===== src/sha3_defines.svh =====
////////////////////////////////////////////////////////////
// SHA3_UNROLL must divide SHA3_NUM_ROUNDS
// Message width fixed at one 64-bit Keccak lane
////////////////////////////////////////////////////////////

`ifndef SHA3_DEFINES_SVH
`define SHA3_DEFINES_SVH

// Message word width in bits, one lane
`define SHA3_MSG_W 64

// Keccak-f[1600] state width
`define SHA3_STATE_W 1600

// Rounds in one permutation
`define SHA3_NUM_ROUNDS 24

// Round units per clock, 1 to 4
`define SHA3_UNROLL 1

`endif


===== src/sha3_pkg.sv =====
////////////////////////////////////////////////////////////
// Only SHA3 and SHAKE, no cSHAKE prefix
////////////////////////////////////////////////////////////

`default_nettype none

`include "sha3_defines.svh"

package sha3_pkg;

  // Domain byte 0x06 for SHA3, 0x1F for SHAKE
  typedef enum logic {
    Sha3  = 1'b0,
    Shake = 1'b1
  } sha3_mode_e;

  // Security strength picks the rate
  typedef enum logic [1:0] {
    L128 = 2'd0,
    L256 = 2'd1,
    L512 = 2'd2
  } keccak_strength_e;

  // Message word with low-byte strobe
  typedef struct packed {
    logic [`SHA3_MSG_W-1:0]   data;
    logic [`SHA3_MSG_W/8-1:0] strb;
  } msg_word_t;

  // Control FSM states
  typedef enum logic [2:0] {
    StIdle,
    StAbsorb,
    StSqueeze,
    StManualRun,
    StFlush
  } sha3_st_e;

  typedef enum logic {
    ErrNone,
    ErrSwControl
  } err_code_e;

  // Info holds {done, run, process, start}
  typedef struct packed {
    logic       valid;
    err_code_e  code;
    logic [3:0] info;
  } sha3_err_t;

  // Rate in bytes for a strength
  function automatic logic [7:0] sha3_rate_bytes(keccak_strength_e strength);
    unique case (strength)
      L128:    sha3_rate_bytes = 8'd168;
      L512:    sha3_rate_bytes = 8'd72;
      default: sha3_rate_bytes = 8'd136;
    endcase
  endfunction

endpackage

`default_nettype wire


===== src/sha3_pad.sv =====
////////////////////////////////////////////////////////////
// Strobe is contiguous from byte 0, only the last word partial
// mode_i and strength_i must hold from start to absorbed
////////////////////////////////////////////////////////////

`timescale 1ns/1ps
`default_nettype none

`include "sha3_defines.svh"

module sha3_pad
  import sha3_pkg::*;
(
  input  logic                   clk_i,
  input  logic                   rst_ni,

  // Message stream
  input  logic                   msg_valid_i,
  input  msg_word_t              msg_i,
  output logic                   msg_ready_o,

  input  sha3_mode_e             mode_i,
  input  keccak_strength_e       strength_i,

  // Filtered controls
  input  logic                   start_i,
  input  logic                   process_i,
  input  logic                   done_i,

  // Towards the permutation
  output logic                   wr_valid_o,
  output logic [4:0]             wr_addr_o,
  output logic [`SHA3_MSG_W-1:0] wr_data_o,
  input  logic                   wr_ready_i,
  output logic                   run_o,
  input  logic                   complete_i,

  output logic                   absorbed_o
);

  typedef enum logic [2:0] {
    PadIdle,
    PadAbsorb,
    PadWaitRun,
    PadPad,
    PadWaitFinal
  } pad_st_e;

  pad_st_e st_q, st_d;
  // Byte offset within the current block
  logic [7:0] offset_q, offset_d;
  logic       step_q, step_d;
  logic       run_q, run_d;
  logic       absorbed_q, absorbed_d;
  logic       proc_q;

  logic [7:0]             rate;
  logic [7:0]             last_byte;
  logic [7:0]             domain;
  logic [7:0]             msg_bytes;
  logic [`SHA3_MSG_W-1:0] msg_mask;
  logic [`SHA3_MSG_W-1:0] pad_first;
  logic                   msg_fire;
  logic                   wr_fire;
  logic                   same_word;

  assign rate      = sha3_rate_bytes(strength_i);
  assign last_byte = rate - 8'd1;
  assign domain    = (mode_i == Shake) ? 8'h1f : 8'h06;
  // Domain byte and final 0x80 share a word
  assign same_word = (offset_q[7:3] == last_byte[7:3]);

  // Bytes carried by this word
  assign msg_bytes = 8'($countones(msg_i.strb));

  always_comb begin
    for (int i = 0; i < `SHA3_MSG_W/8; i++) begin
      msg_mask[8*i +: 8] = {8{msg_i.strb[i]}};
    end
  end

  // First padding word, maybe also the last
  always_comb begin
    pad_first = '0;
    pad_first[{offset_q[2:0], 3'b000} +: 8] = domain;
    if (same_word) begin
      pad_first[`SHA3_MSG_W-1 -: 8] = pad_first[`SHA3_MSG_W-1 -: 8] ^ 8'h80;
    end
  end

  ////////////////////////////////////////////////////////////
  // Write port
  ////////////////////////////////////////////////////////////

  assign msg_ready_o = (st_q == PadAbsorb) && wr_ready_i && !proc_q;
  assign msg_fire    = msg_valid_i && msg_ready_o;

  always_comb begin
    wr_valid_o = 1'b0;
    wr_addr_o  = offset_q[7:3];
    wr_data_o  = msg_i.data & msg_mask;
    if (st_q == PadAbsorb) begin
      wr_valid_o = msg_fire;
    end else if (st_q == PadPad) begin
      wr_valid_o = 1'b1;
      if (step_q) begin
        // Separate word holding only 0x80
        wr_addr_o = last_byte[7:3];
        wr_data_o = {8'h80, {(`SHA3_MSG_W-8){1'b0}}};
      end else begin
        wr_data_o = pad_first;
      end
    end
  end

  assign wr_fire = wr_valid_o && wr_ready_i;

  ////////////////////////////////////////////////////////////
  // FSM
  ////////////////////////////////////////////////////////////

  always_comb begin
    st_d       = st_q;
    offset_d   = offset_q;
    step_d     = step_q;
    run_d      = 1'b0;
    absorbed_d = 1'b0;

    unique case (st_q)
      PadIdle: begin
        if (start_i) begin
          st_d     = PadAbsorb;
          offset_d = '0;
        end
      end

      PadAbsorb: begin
        if (msg_fire) begin
          offset_d = offset_q + msg_bytes;
          // Block full, permute before more input
          if (offset_d == rate) begin
            offset_d = '0;
            run_d    = 1'b1;
            st_d     = PadWaitRun;
          end
        end else if (proc_q) begin
          st_d   = PadPad;
          step_d = 1'b0;
        end
      end

      PadWaitRun: begin
        if (complete_i) begin
          st_d = PadAbsorb;
        end
      end

      PadPad: begin
        if (wr_fire) begin
          if (step_q || same_word) begin
            step_d = 1'b0;
            run_d  = 1'b1;
            st_d   = PadWaitFinal;
          end else begin
            step_d = 1'b1;
          end
        end
      end

      PadWaitFinal: begin
        if (complete_i) begin
          absorbed_d = 1'b1;
          st_d       = PadIdle;
        end
      end

      default: st_d = PadIdle;
    endcase

    // Done flushes any leftover state
    if (done_i) begin
      st_d     = PadIdle;
      offset_d = '0;
    end
  end

  always_ff @(posedge clk_i or negedge rst_ni) begin
    if (!rst_ni) begin
      st_q       <= PadIdle;
      offset_q   <= '0;
      step_q     <= 1'b0;
      run_q      <= 1'b0;
      absorbed_q <= 1'b0;
    end else begin
      st_q       <= st_d;
      offset_q   <= offset_d;
      step_q     <= step_d;
      run_q      <= run_d;
      absorbed_q <= absorbed_d;
    end
  end

  // Process seen, stop taking words
  always_ff @(posedge clk_i or negedge rst_ni) begin
    if (!rst_ni) begin
      proc_q <= 1'b0;
    end else if (start_i || done_i) begin
      proc_q <= 1'b0;
    end else if (process_i) begin
      proc_q <= 1'b1;
    end
  end

  assign run_o      = run_q;
  assign absorbed_o = absorbed_q;

endmodule

`default_nettype wire


===== config.mk =====
export PLATFORM = sky130hd
export DESIGN_NAME = sha3_pad
export DESIGN_NICKNAME = d
export VERILOG_FILES = /design/src/sha3_pkg.sv /design/src/sha3_pad.sv
export VERILOG_INCLUDE_DIRS = /design/src
export SDC_FILE = /design/constraint.sdc
export NUM_CORES = 1
export LEC_CHECK = 0
export BUFFER_PORTS_ARGS = -buffer_cell sky130_fd_sc_hd__buf_4
export CAP_MARGIN = 20
export CORE_UTILIZATION = 41
export CTS_CLUSTER_SIZE = 12
export DETAILED_ROUTE_END_ITERATION = 7
export PLACE_DENSITY = 0.82
export SLEW_MARGIN = 25
export SYNTH_ARGS = -nofsm -noshare
export SYNTH_HDL_FRONTEND = slang
export SYNTH_SLANG_ARGS = --single-unit
export TNS_END_PERCENT = 1

===== constraint.sdc =====
create_clock -name clk_i -period 4.7 [get_ports clk_i]
set_clock_uncertainty 0.15 [all_clocks]
set_input_delay 0.94 -clock clk_i [delete_from_list [all_inputs] [get_ports clk_i]]
set_output_delay 0.94 -clock clk_i [all_outputs]
set_load 0.01 [all_outputs]

==> out/qor.yml, run 1 <==
run_status:
  run_status: "completed"
worst_setup_path:
  path_cells: "buf_4 > fa_1 > inv_1 > fa_1 > fa_1 > fa_1 > buf_4 > nand2b_1 > a2111o_1 > o311ai_2 > a2111o_1 > a31oi_4 > o31a_2"
  crit_type: "in2reg"
  startpoint: "msg_i[0]"
  required_ns: 4.68
  reg2reg_from: "offset_q[0]"
  r2r.worst_path.cells: 11
  path_buf_inv: 3
  crit_family: "adder cells"
  r2r-end: "st_q[1]"
  crit_slowest_cell: "fa_1"
  worst-path-stages: 13
  endpoint: "st_q[1]"
  worst_path_most_repeated_cell: "fa_1"
  slowest_delay_ns: 0.55
  cp_max_fo: 7
  cp-start-kind: "input pin"
  end_kind: "flip-flop"
  rrSetupSlack_ns: 0.93
  arrival_ns: 4.51
die:
  rows: 25
  die_w_microns: 73.3
  die_height_microns: 73.3
  dieArea_sq_um: 5370
  pin_count: 156
  fp.coreArea_sq_um: 4820
  initial_core_util_pct: 43.2
synthesis:
  synth_cells: 290
  synth_seq_cells: 15
  synth_top_area_share_pct: 18.0
  synth_xor_area_share_pct: 1.68
  synth_cell_type_count: 50
  yosysTopAreaCell: "dfrtp_1"
  yosys-top-cells-area: "dfrtp_1, nand2_1, and3_1"
  yosysWarnings: 0
  synthAdderAreaFrac_pct: 11.4
  postSynth.asyncResetShare_pct: 100
  synthMuxAreaShare_pct: 2.10
  netlist_area_sq_um: 2080
  yosysSeqAreaShare_pct: 18.0
  synth_top_family_by_area: "simple AND/OR/NAND/NOR gates"
  synth_compound_area_share_pct: 23.7
  synthFlopType: "dfrtp_1"
  synth_fp_nets: 389
  synth-edff-count: 0
  synth_simple_gate_area_share_pct: 38.0
  synth_area_per_cell_sq_um: 7.18
clock_network:
  cts_buffers: 3
  clkLatencyLatePin_ns: 0.25
  cts_tree: "done"
  cts_sinks: 15
  cts.path.max_buffers: 2
  clockRootBuffer: "clkbuf_8"
  h-tree-depth: 1
  path_clk_slew_ns: 0.06
  cts_setup_buffers: 0
sta:
  rsz0062_at_grt: "false"
  finalHoldWorstSlack_ns: 0.383
  worstMarginPinSlew_ns: 0.847
  finalMaxSlewViolations: 0
  fmax_ghz: 0.221
  period_minus_slack_ns: 4.52
  slew_headroom_pct: 42.7
  setup_viol: 0
  period_share_pct: 96.3
  timing.final.hold_violations: 0
placement:
  routabilityCongestion: 0.873
  numPortBuffers: 155
  dp.final_hpwl_microns: 6220
  placedCellCount: 509
hold_path:
  hold_class: "in2async"
final_layout:
  fin_nets: 546
  drive_above_1_share_pct: 39.9
  fin_cells: 513
  synthToLayoutAreaGrowth_pct: 62.9
  diodes: 0
route:
  wl_per_cell_microns: 14.6
  first_iter_violations: 115
  ant_nets: 0
  totalWireLength_microns: 7470
  vias_per_cell: 5.26
  drc: 0
  dr_total_vias: 2697
  drtPass1Iterations: 4
grt:
  grt-ovfl-total: 0
  grt_first_pass_wirelength_microns: 11600
  grt_use_total_pct: 27.4
  antenna_found_initial: 0
  first_global_vias: 2453
  grt_max_degree: 23
power_and_ir_drop:
  peakVddDrop_mv: 0.249
  total_power_mw: 1.07
  powerDensity_nw_per_um2: 316
  leakagePower_nw: 1.94
run:
  cap_violations: 0
## worst min-delay path by stage
stage	cells past startpoint	startpoint	endpoint
floorplan	2	offset_q[3]	offset_q[3]
global placement	2	offset_q[2]	offset_q[2]
detailed placement	2	offset_q[2]	offset_q[2]
CTS	1	rst_ni	offset_q[4]
global route	1	rst_ni	st_q[1]
finish	1	rst_ni	st_q[2]
## metrics by stage
stage | area [sq um] | setup slack, ns | TNS [ns] | utilization, %
after floorplan | 2080 | 0.0596 | 0 | -
after global placement | 3330 | -0.244 | -1.51 | 69.1
after detailed placement | 3330 | -0.253 | -1.66 | 69.2
after CTS | 3380 | 0.000255 | 0 | 70.2
after global routing | 3390 | 0.0205 | 0 | 70.4
final | 3390 | 0.176 | 0 | 70.4
## area by class of cell
class | instances | area, sq um
Tap cell | 67 | 83.8
Fill cell | 429 | 1430
Sequential cell | 15 | 375
Clock buffer | 3 | 41.3
Clock inverter | 1 | 5.00
Timing Repair Buffer | 161 | 1210
Inverter | 16 | 60.1
Multi-Input combinational cell | 250 | 1620
## flip-flops by register name, summed over array words and instances (netlist names)
signal	count
offset_q	8
st_q	3
absorbed_o	1
proc_q	1
run_o	1
step_q	1
## layout by cell type, fill, tap and decap left out, types with 4 or more instances in the layout
master	count
nor3_1	7
fa_1	4
ha_1	11
inv_1	16
nand3_1	4
and2_1	5
nor4b_1	4
nand2b_1	5
and3_1	25
nand2_1	63
dfrtp_1	15
o21ai_0	11
a21oi_1	8
nor2b_1	7
nor2_1	28
a21o_1	19
buf_4	161
## metal layers
metal | routed length (microns) | part of all wire (%) | global-route usage, %
met1 | 3050 | 41 | 33.8
met4 | 122 | 1.6 | 5.88
met2 | 3810 | 51 | 50.5
met5 | 0 | 0 | 0
met3 | 482 | 6.5 | 3.43
## cells in the mapped netlist, types with 5 or more instances
cell,instances
a21o_1,19
and3_1,25
o21ai_0,11
and2_1,5
nand2b_1,5
fa_1,5
nor2b_1,7
a21oi_1,9
nor2_1,28
nor3_1,7
dfrtp_1,15
ha_1,11
clkbuf_1,5
inv_1,16
nand2_1,63
## cells by family after synthesis
kind of cell / count (synthesis)
flip-flops: 15
AO/OA/AOI/OAI: 65
multiplexers: 4
XOR/XNOR: 4
adder cells (fa/ha/maj): 16
AND/OR/NAND/NOR: 161
buffers and inverters: 25
## power breakdown
group          switching (mW)  leakage [nW]  internal, mW  total, mW
registers              0.0498         0.204         0.155      0.205
clock network          0.0467        0.0255        0.0587      0.105
logic                   0.399          1.72         0.362      0.761
total                   0.496          1.94         0.576       1.07
## repair_timing
item | in CTS | in global routing
hold buffers | 0 | 0
gates resized for setup | 0 | 2
setup endpoints to repair | 0 | 7
(Power assumes the default switching activity.)
==> run 2: changes to the inputs <==
--- a/config.mk
+++ b/config.mk
@@ -8,10 +8,11 @@
 export LEC_CHECK = 0
 export BUFFER_PORTS_ARGS = -buffer_cell sky130_fd_sc_hd__buf_4
 export CAP_MARGIN = 20
-export CORE_UTILIZATION = 41
+export CORE_UTILIZATION = 42
+export CTS_BUF_LIST = sky130_fd_sc_hd__clkbuf_2 sky130_fd_sc_hd__clkbuf_4 sky130_fd_sc_hd__clkbuf_8
 export CTS_CLUSTER_SIZE = 12
 export DETAILED_ROUTE_END_ITERATION = 7
-export PLACE_DENSITY = 0.82
+export PLACE_DENSITY = 0.83
 export SLEW_MARGIN = 25
 export SYNTH_ARGS = -nofsm -noshare
 export SYNTH_HDL_FRONTEND = slang
==> constraint.sdc (replaced) <==
create_clock -name clk_i -period 4.34 [get_ports clk_i]
set_clock_uncertainty 0.15 [all_clocks]
set_input_delay 0.868 -clock clk_i [delete_from_list [all_inputs] [get_ports clk_i]]
set_output_delay 0.868 -clock clk_i [all_outputs]
set_load 0.01 [all_outputs]
==> out/qor.yml, run 2 (same netlist as run 1, synthesis figures left out) <==
worst_setup_path:
  required_ns: 4.38  # -0.30 ns
  crit_slowest_cell: "fa_1"
  rrSetupSlack_ns: 0.52  # -0.41 ns
  crit_type: "in2reg"
  end_kind: "flip-flop"
  reg2reg_from: "offset_q[0]"
  cp-start-kind: "input pin"
  r2r.worst_path.cells: 12  # +1
  slowest_delay_ns: 0.54  # about the same
  worst_path_most_repeated_cell: "fa_1"
  r2r-end: "run_o"
  cp_max_fo: 7  # unchanged
  arrival_ns: 4.51  # about the same
  path_cells: "buf_6 > fa_1 > inv_1 > fa_1 > fa_1 > fa_2 > inv_2 > fa_2 > a211oi_4 > nor3_2 > xnor2_2 > a2111o_1 > a31oi_4 > a32o_1"
clock_network:
  ctsHoldBuffers: 0  # unchanged
  cts_setup_buffers: 0  # unchanged
  cts_sinks: 15  # unchanged
  cts_tree: "done"
  h-tree-depth: 1  # unchanged
  cts.path.max_buffers: 2  # unchanged
  clkLatencyLatePin_ns: 0.26  # about the same
  clockRootBuffer: "clkbuf_8"
  path_clk_slew_ns: 0.06  # about the same
  cts_buffers: 3  # unchanged
final_layout:
  biggestRegsByFlops: "offset_q x8, st_q x3"
  largest_reg_flops: 8  # unchanged
  fillCellCount: 410  # -4.4%
  mostFrequentLayoutCell: "buf_4"
  top_register: "offset_q"
  diodes: 0  # unchanged
  drive_above_1_share_pct: 41.2  # +1.3 points
  fin_cells: 518  # +0.97%
  fin_nets: 551  # +0.92%
  layout_common_cells: "buf_4, nand2_1, nor2_1"
  synthToLayoutAreaGrowth_pct: 65.8
placement:
  routabilityCongestion: 0.978  # +12%
  numPortBuffers: 155  # unchanged
  dp.final_hpwl_microns: 6490  # +4.4%
  placedCellCount: 514  # +0.98%
  place_ws_ns: -0.437  # -0.184 ns
die:
  die_height_microns: 72.4  # -1.2%
  die_w_microns: 72.4  # -1.2%
  rows: 25  # unchanged
  dieArea_sq_um: 5240  # -2.3%
  pin_count: 156  # unchanged
  fp.coreArea_sq_um: 4750  # -1.3%
  initial_core_util_pct: 43.8  # +0.57 points
grt:
  grt_max_degree: 28  # +22%
  grt-ovfl-total: 0  # unchanged
  antenna_found_initial: 0  # unchanged
  grt_use_total_pct: 29.1  # +1.7 points
  first_global_vias: 2594  # +5.7%
  grt_first_pass_wirelength_microns: 12100  # +4.1%
run_status:
  violations: "setup timing"
  run_status: "complete, but fails checks"
sta:
  timing.final.hold_violations: 0  # unchanged
  slew_headroom_pct: 42.9  # +0.14 points
  finalMaxSlewViolations: 0  # unchanged
  worstMarginPinSlew_ns: 0.845  # -0.00212 ns
  rsz0062_at_grt: "true"
  fin_ws_ns: -0.129  # -0.305 ns
  setup_viol: 7  # +7
  period_minus_slack_ns: 4.47
  period_share_pct: 103
  fmax_ghz: 0.224
power_and_ir_drop:
  leakagePower_nw: 1.98  # +1.7%
  peakVddDrop_mv: 0.319  # +28%
  total_power_mw: 1.23  # +15%
  powerDensity_nw_per_um2: 357  # +13%
route:
  drc: 0  # unchanged
  wl_per_cell_microns: 15.5  # +6.3%
  dr_total_vias: 2764  # +2.5%
  drtPass1Iterations: 5  # +1
  totalWireLength_microns: 8020  # +7.3%
  ant_nets: 0  # unchanged
  vias_per_cell: 5.34  # +1.5%
  first_iter_violations: 144  # +25%
hold_path:
  hold_class: "in2async"
run:
  cap_violations: 0  # unchanged
[run 2: changes by cell type in the layout (fill, tap and decap cells not counted), sizes merged]
cell  change
buf       +5
[run 2: report_power, final]
part / internal (mW) / total, mW / switching, mW
clock: 0.0638 / 0.117 / 0.0537
sequential: 0.168 / 0.220 / 0.0518
combinational: 0.433 / 0.894 / 0.462
total: 0.665 / 1.23 / 0.567
[run 2: how the worst max path moves through the flow]
stage                    to      from  cells after the start  slack [ns]
floorplan           st_q[0]  msg_i[0]                     13       -0.06
global placement      run_o  msg_i[0]                     14       -0.36
detailed placement  st_q[0]  msg_i[0]                     14       -0.44
CTS                 st_q[0]  msg_i[0]                     14       -0.09
global route        st_q[0]  msg_i[0]                     14       -0.27
finish                run_o  msg_i[0]                     14       -0.13
[run 2: cell type report]
| class | count | area (sq um) | share of cell area (%) |
|---|---|---|---|
| multi-input combinational | 250 | 1640 | 47.4 |
| timing repair buffer | 166 | 1250 | 36.2 |
| sequential | 15 | 375 | 10.9 |
| tap | 67 | 83.8 | 2.43 |
| inverter | 16 | 60.1 | 1.74 |
| clock buffer | 3 | 41.3 | 1.20 |
| clock inverter | 1 | 5.00 | 0.145 |
[run 2: critical path: cells and delay by family]
family                     cells  cell delay, ns
AOI/OAI and AO/OA              4            1.09
adders and majority gates      5            2.09
xor gates and xnor gates       1            0.17
and+or+nand+nor                1            0.09
buffers and inverters          3            0.19
[run 2: metrics by stage]
step           area (sq um)  hold WS [ns]  setup TNS [ns]  util (%)
2_1_floorplan          2080         0.339          -0.315         -
3_3_place_gp           3370         0.381           -2.41      70.9
3_5_place_dp           3370         0.399           -2.96      70.9
4_1_cts                3430         0.314          -0.515      72.2
5_1_grt                3450         0.320           -1.74      72.6
6_report               3450         0.308          -0.752      72.6
[run 2: repair_timing]
action / CTS / global route
pin swaps: 2 / 0
resized for setup: 4 / 4
setup endpoints to repair: 7 / 7
[run 2: metal layers]
layer  share of wire [%]  wire length [microns]  vias to the layer above  track usage [%]
met2                  52                   4130                      115             52.3
met4                 2.8                    221                        0             10.9
met1                  39                   3100                     1280             35.0
met3                 7.0                    564                       19             4.03
li1                    -                      -                     1350                -
met5                   0                      0                        -                0
==> run 3: changes to the inputs <==
--- a/config.mk
+++ b/config.mk
@@ -8,11 +8,13 @@
 export LEC_CHECK = 0
 export BUFFER_PORTS_ARGS = -buffer_cell sky130_fd_sc_hd__buf_4
 export CAP_MARGIN = 20
-export CORE_UTILIZATION = 42
+export CELL_PAD_IN_SITES_DETAIL_PLACEMENT = 0
+export CELL_PAD_IN_SITES_GLOBAL_PLACEMENT = 1
+export CORE_UTILIZATION = 27
 export CTS_BUF_LIST = sky130_fd_sc_hd__clkbuf_2 sky130_fd_sc_hd__clkbuf_4 sky130_fd_sc_hd__clkbuf_8
 export CTS_CLUSTER_SIZE = 12
 export DETAILED_ROUTE_END_ITERATION = 7
-export PLACE_DENSITY = 0.83
+export PLACE_DENSITY_LB_ADDON = 0.1
 export SLEW_MARGIN = 25
 export SYNTH_ARGS = -nofsm -noshare
 export SYNTH_HDL_FRONTEND = slang
==> out/qor.yml, run 3 (same netlist as run 1, synthesis figures left out) <==
sta:
  timing.final.hold_violations: 0  # unchanged
  fmax_ghz: 0.226  # +1.2%
  finalMaxSlewViolations: 0  # unchanged
  fin_ws_ns: -0.0772  # +0.0517 ns
  rsz0062_at_grt: "true"
  setup_viol: 7  # unchanged
  period_minus_slack_ns: 4.42  # -0.0517 ns
  worstMarginPinSlew_ns: 0.782  # -0.0629 ns
  slew_headroom_pct: 47.6  # +4.8 points
  fin_tns_setup_ns: -0.390  # +0.361 ns
  period_share_pct: 102  # -1.2 points
final_layout:
  synthToLayoutAreaGrowth_pct: 66.9
  mostFrequentLayoutCell: "buf_4"
  diodes: 0  # unchanged
  fin_nets: 551  # unchanged
  largest_reg_flops: 8  # unchanged
  top_register: "offset_q"
  biggestRegsByFlops: "offset_q x8, st_q x3"
  layout_common_cells: "buf_4, nand2_1, nor2_1"
  fin_area_sq_um: 3470  # +0.65%
  utilization_pct: 47.1  # -25 points
  drive_above_1_share_pct: 40.8  # -0.44 points
worst_setup_path:
  worst_path_most_repeated_cell: "fa_1"
  crit_slowest_cell: "fa_1"
  cp_max_fo: 7  # unchanged
  end_kind: "flip-flop"
  arrival_ns: 4.46  # -0.05 ns
  cp-start-kind: "input pin"
  slowest_delay_ns: 0.54  # about the same
  crit_type: "in2reg"
  required_ns: 4.38  # about the same
  path_cells: "buf_8 > fa_1 > inv_1 > fa_1 > fa_1 > fa_2 > inv_2 > fa_2 > a211oi_2 > nor3_2 > xnor2_2 > a2111o_1 > a31oi_4 > a32o_1"
power_and_ir_drop:
  peakVddDrop_mv: 0.265  # -17%
  leakagePower_nw: 1.97  # -0.37%
  powerDensity_nw_per_um2: 348  # -2.6%
grt:
  grt_use_met2_pct: 34.9  # -17 points
  grt-busiest-layer: "met2"
  grt_first_pass_wirelength_microns: 12500  # +3.2%
  grtUsageMet1_pct: 22.4  # -13 points
  grt_max_degree: 32  # +14%
  first_global_vias: 2548  # -1.8%
  use_met3_pct: 2.88  # -1.2 points
  antenna_found_initial: 0  # unchanged
  grt-ovfl-total: 0  # unchanged
  grt_use_total_pct: 18.6  # -11 points
placement:
  routabilityCongestion: 0.810  # -17%
  post_dp_cell_area_sq_um: 3410  # +1.2%
  numPortBuffers: 155  # unchanged
  dp.final_hpwl_microns: 6540  # +0.74%
die:
  initial_core_util_pct: 28.3  # -16 points
  rows: 31  # +24%
  die_w_microns: 89.8  # +24%
  fp.coreArea_sq_um: 7370  # +55%
  die_height_microns: 89.8  # +24%
  dieArea_sq_um: 8070  # +54%
  pin_count: 156  # unchanged
clock_network:
  clockRootBuffer: "clkbuf_8"
  clkLatencyLatePin_ns: 0.25  # about the same
  cts_buffers: 3  # unchanged
  path_clk_slew_ns: 0.06  # about the same
  cts_setup_buffers: 0  # unchanged
  cts.path.max_buffers: 2  # unchanged
  h-tree-depth: 1  # unchanged
  cts_tree: "done"
  cts_sinks: 15  # unchanged
hold_path:
  hold_class: "in2async"
route:
  drtPass1Iterations: 4  # -1
  ant_nets: 0  # unchanged
  dr_total_vias: 2682  # -3.0%
  first_iter_violations: 54  # -63%
  totalWireLength_microns: 7800  # -2.7%
  vias_per_cell: 4.88  # -8.6%
  drc: 0  # unchanged
  wl_per_cell_microns: 14.2  # -8.3%
run_status:
  run_status: "complete, but fails checks"
  violations: "setup timing"
run:
  cap_violations: 0  # unchanged
## run 3: cell counts in the layout (fill, tap and decap cells not counted)
Identical to the previous run, type by type.
## run 3: worst max-delay path: cells and delay by family
| kind | cells | cell delay (ns) |
|---|---|---|
| fa+ha+maj | 5 | 2.06 |
| compound gates | 4 | 1.07 |
| buf+inv | 3 | 0.19 |
| xor+xnor | 1 | 0.17 |
| simple gates | 1 | 0.10 |
## run 3: final cells by class
cell class	count	area, sq um
Timing Repair Buffer	166	1250
Clock inverter	1	5.00
Fill cell	780	3890
Inverter	16	60.1
Multi-Input combinational cell	250	1620
Clock buffer	3	41.3
Tap cell	99	124
Sequential cell	15	375
## run 3: where the power goes
| part | switching, mW | internal [mW] | total, mW | leakage (nW) |
|---|---|---|---|---|
| Clock | 0.0523 | 0.0637 | 0.116 | 0.0255 |
| Combinational | 0.442 | 0.426 | 0.867 | 1.74 |
| Sequential | 0.0563 | 0.168 | 0.224 | 0.204 |
| Total | 0.550 | 0.657 | 1.21 | 1.97 |
## run 3: per-layer routing
| layer | vias up | wire length, microns |
|---|---|---|
| met5 | - | 0 |
| met4 | 0 | 48 |
| met3 | 7 | 391 |
| met2 | 81 | 3920 |
| met1 | 1239 | 3440 |
| li1 | 1355 | - |
## run 3: path summary, 6_finish.rpt
check / start / to / slack [ns] / depth (start not counted)
min in group clk_i: offset_q[2] / offset_q[2] / 0.39 / 2
max reg2reg: offset_q[0] / run_o / 0.60 / 12
max in group asynchronous: rst_ni / offset_q[1] / 3.55 / 1
min: rst_ni / absorbed_o / 0.31 / 1
max: msg_i[0] / run_o / -0.08 / 14
min reg2reg: offset_q[2] / offset_q[2] / 0.39 / 2
## run 3: stage by stage
| stage | instances | hold WS (ns) | setup slack (ns) | power [mW] |
|---|---|---|---|---|
| after floorplan | 290 | 0.339 | -0.0555 | 0.737 |
| after global placement | 546 | 0.386 | -0.408 | 1.10 |
| after detailed placement | 546 | 0.386 | -0.457 | 1.09 |
| after CTS | 550 | 0.314 | -0.102 | 1.22 |
| after global routing | 550 | 0.317 | -0.218 | 1.33 |
| final | 550 | 0.308 | -0.0772 | 1.21 |
## run 3: what timing repair did
| item | 4_1_cts | 5_1_grt |
|---|---|---|
| pin swaps | 2 | 0 |
| resized for setup | 5 | 0 |
| cloned | 0 | 0 |
| hold buffers | 0 | 0 |
| endpoints found under the setup margin | 7 | 7 |
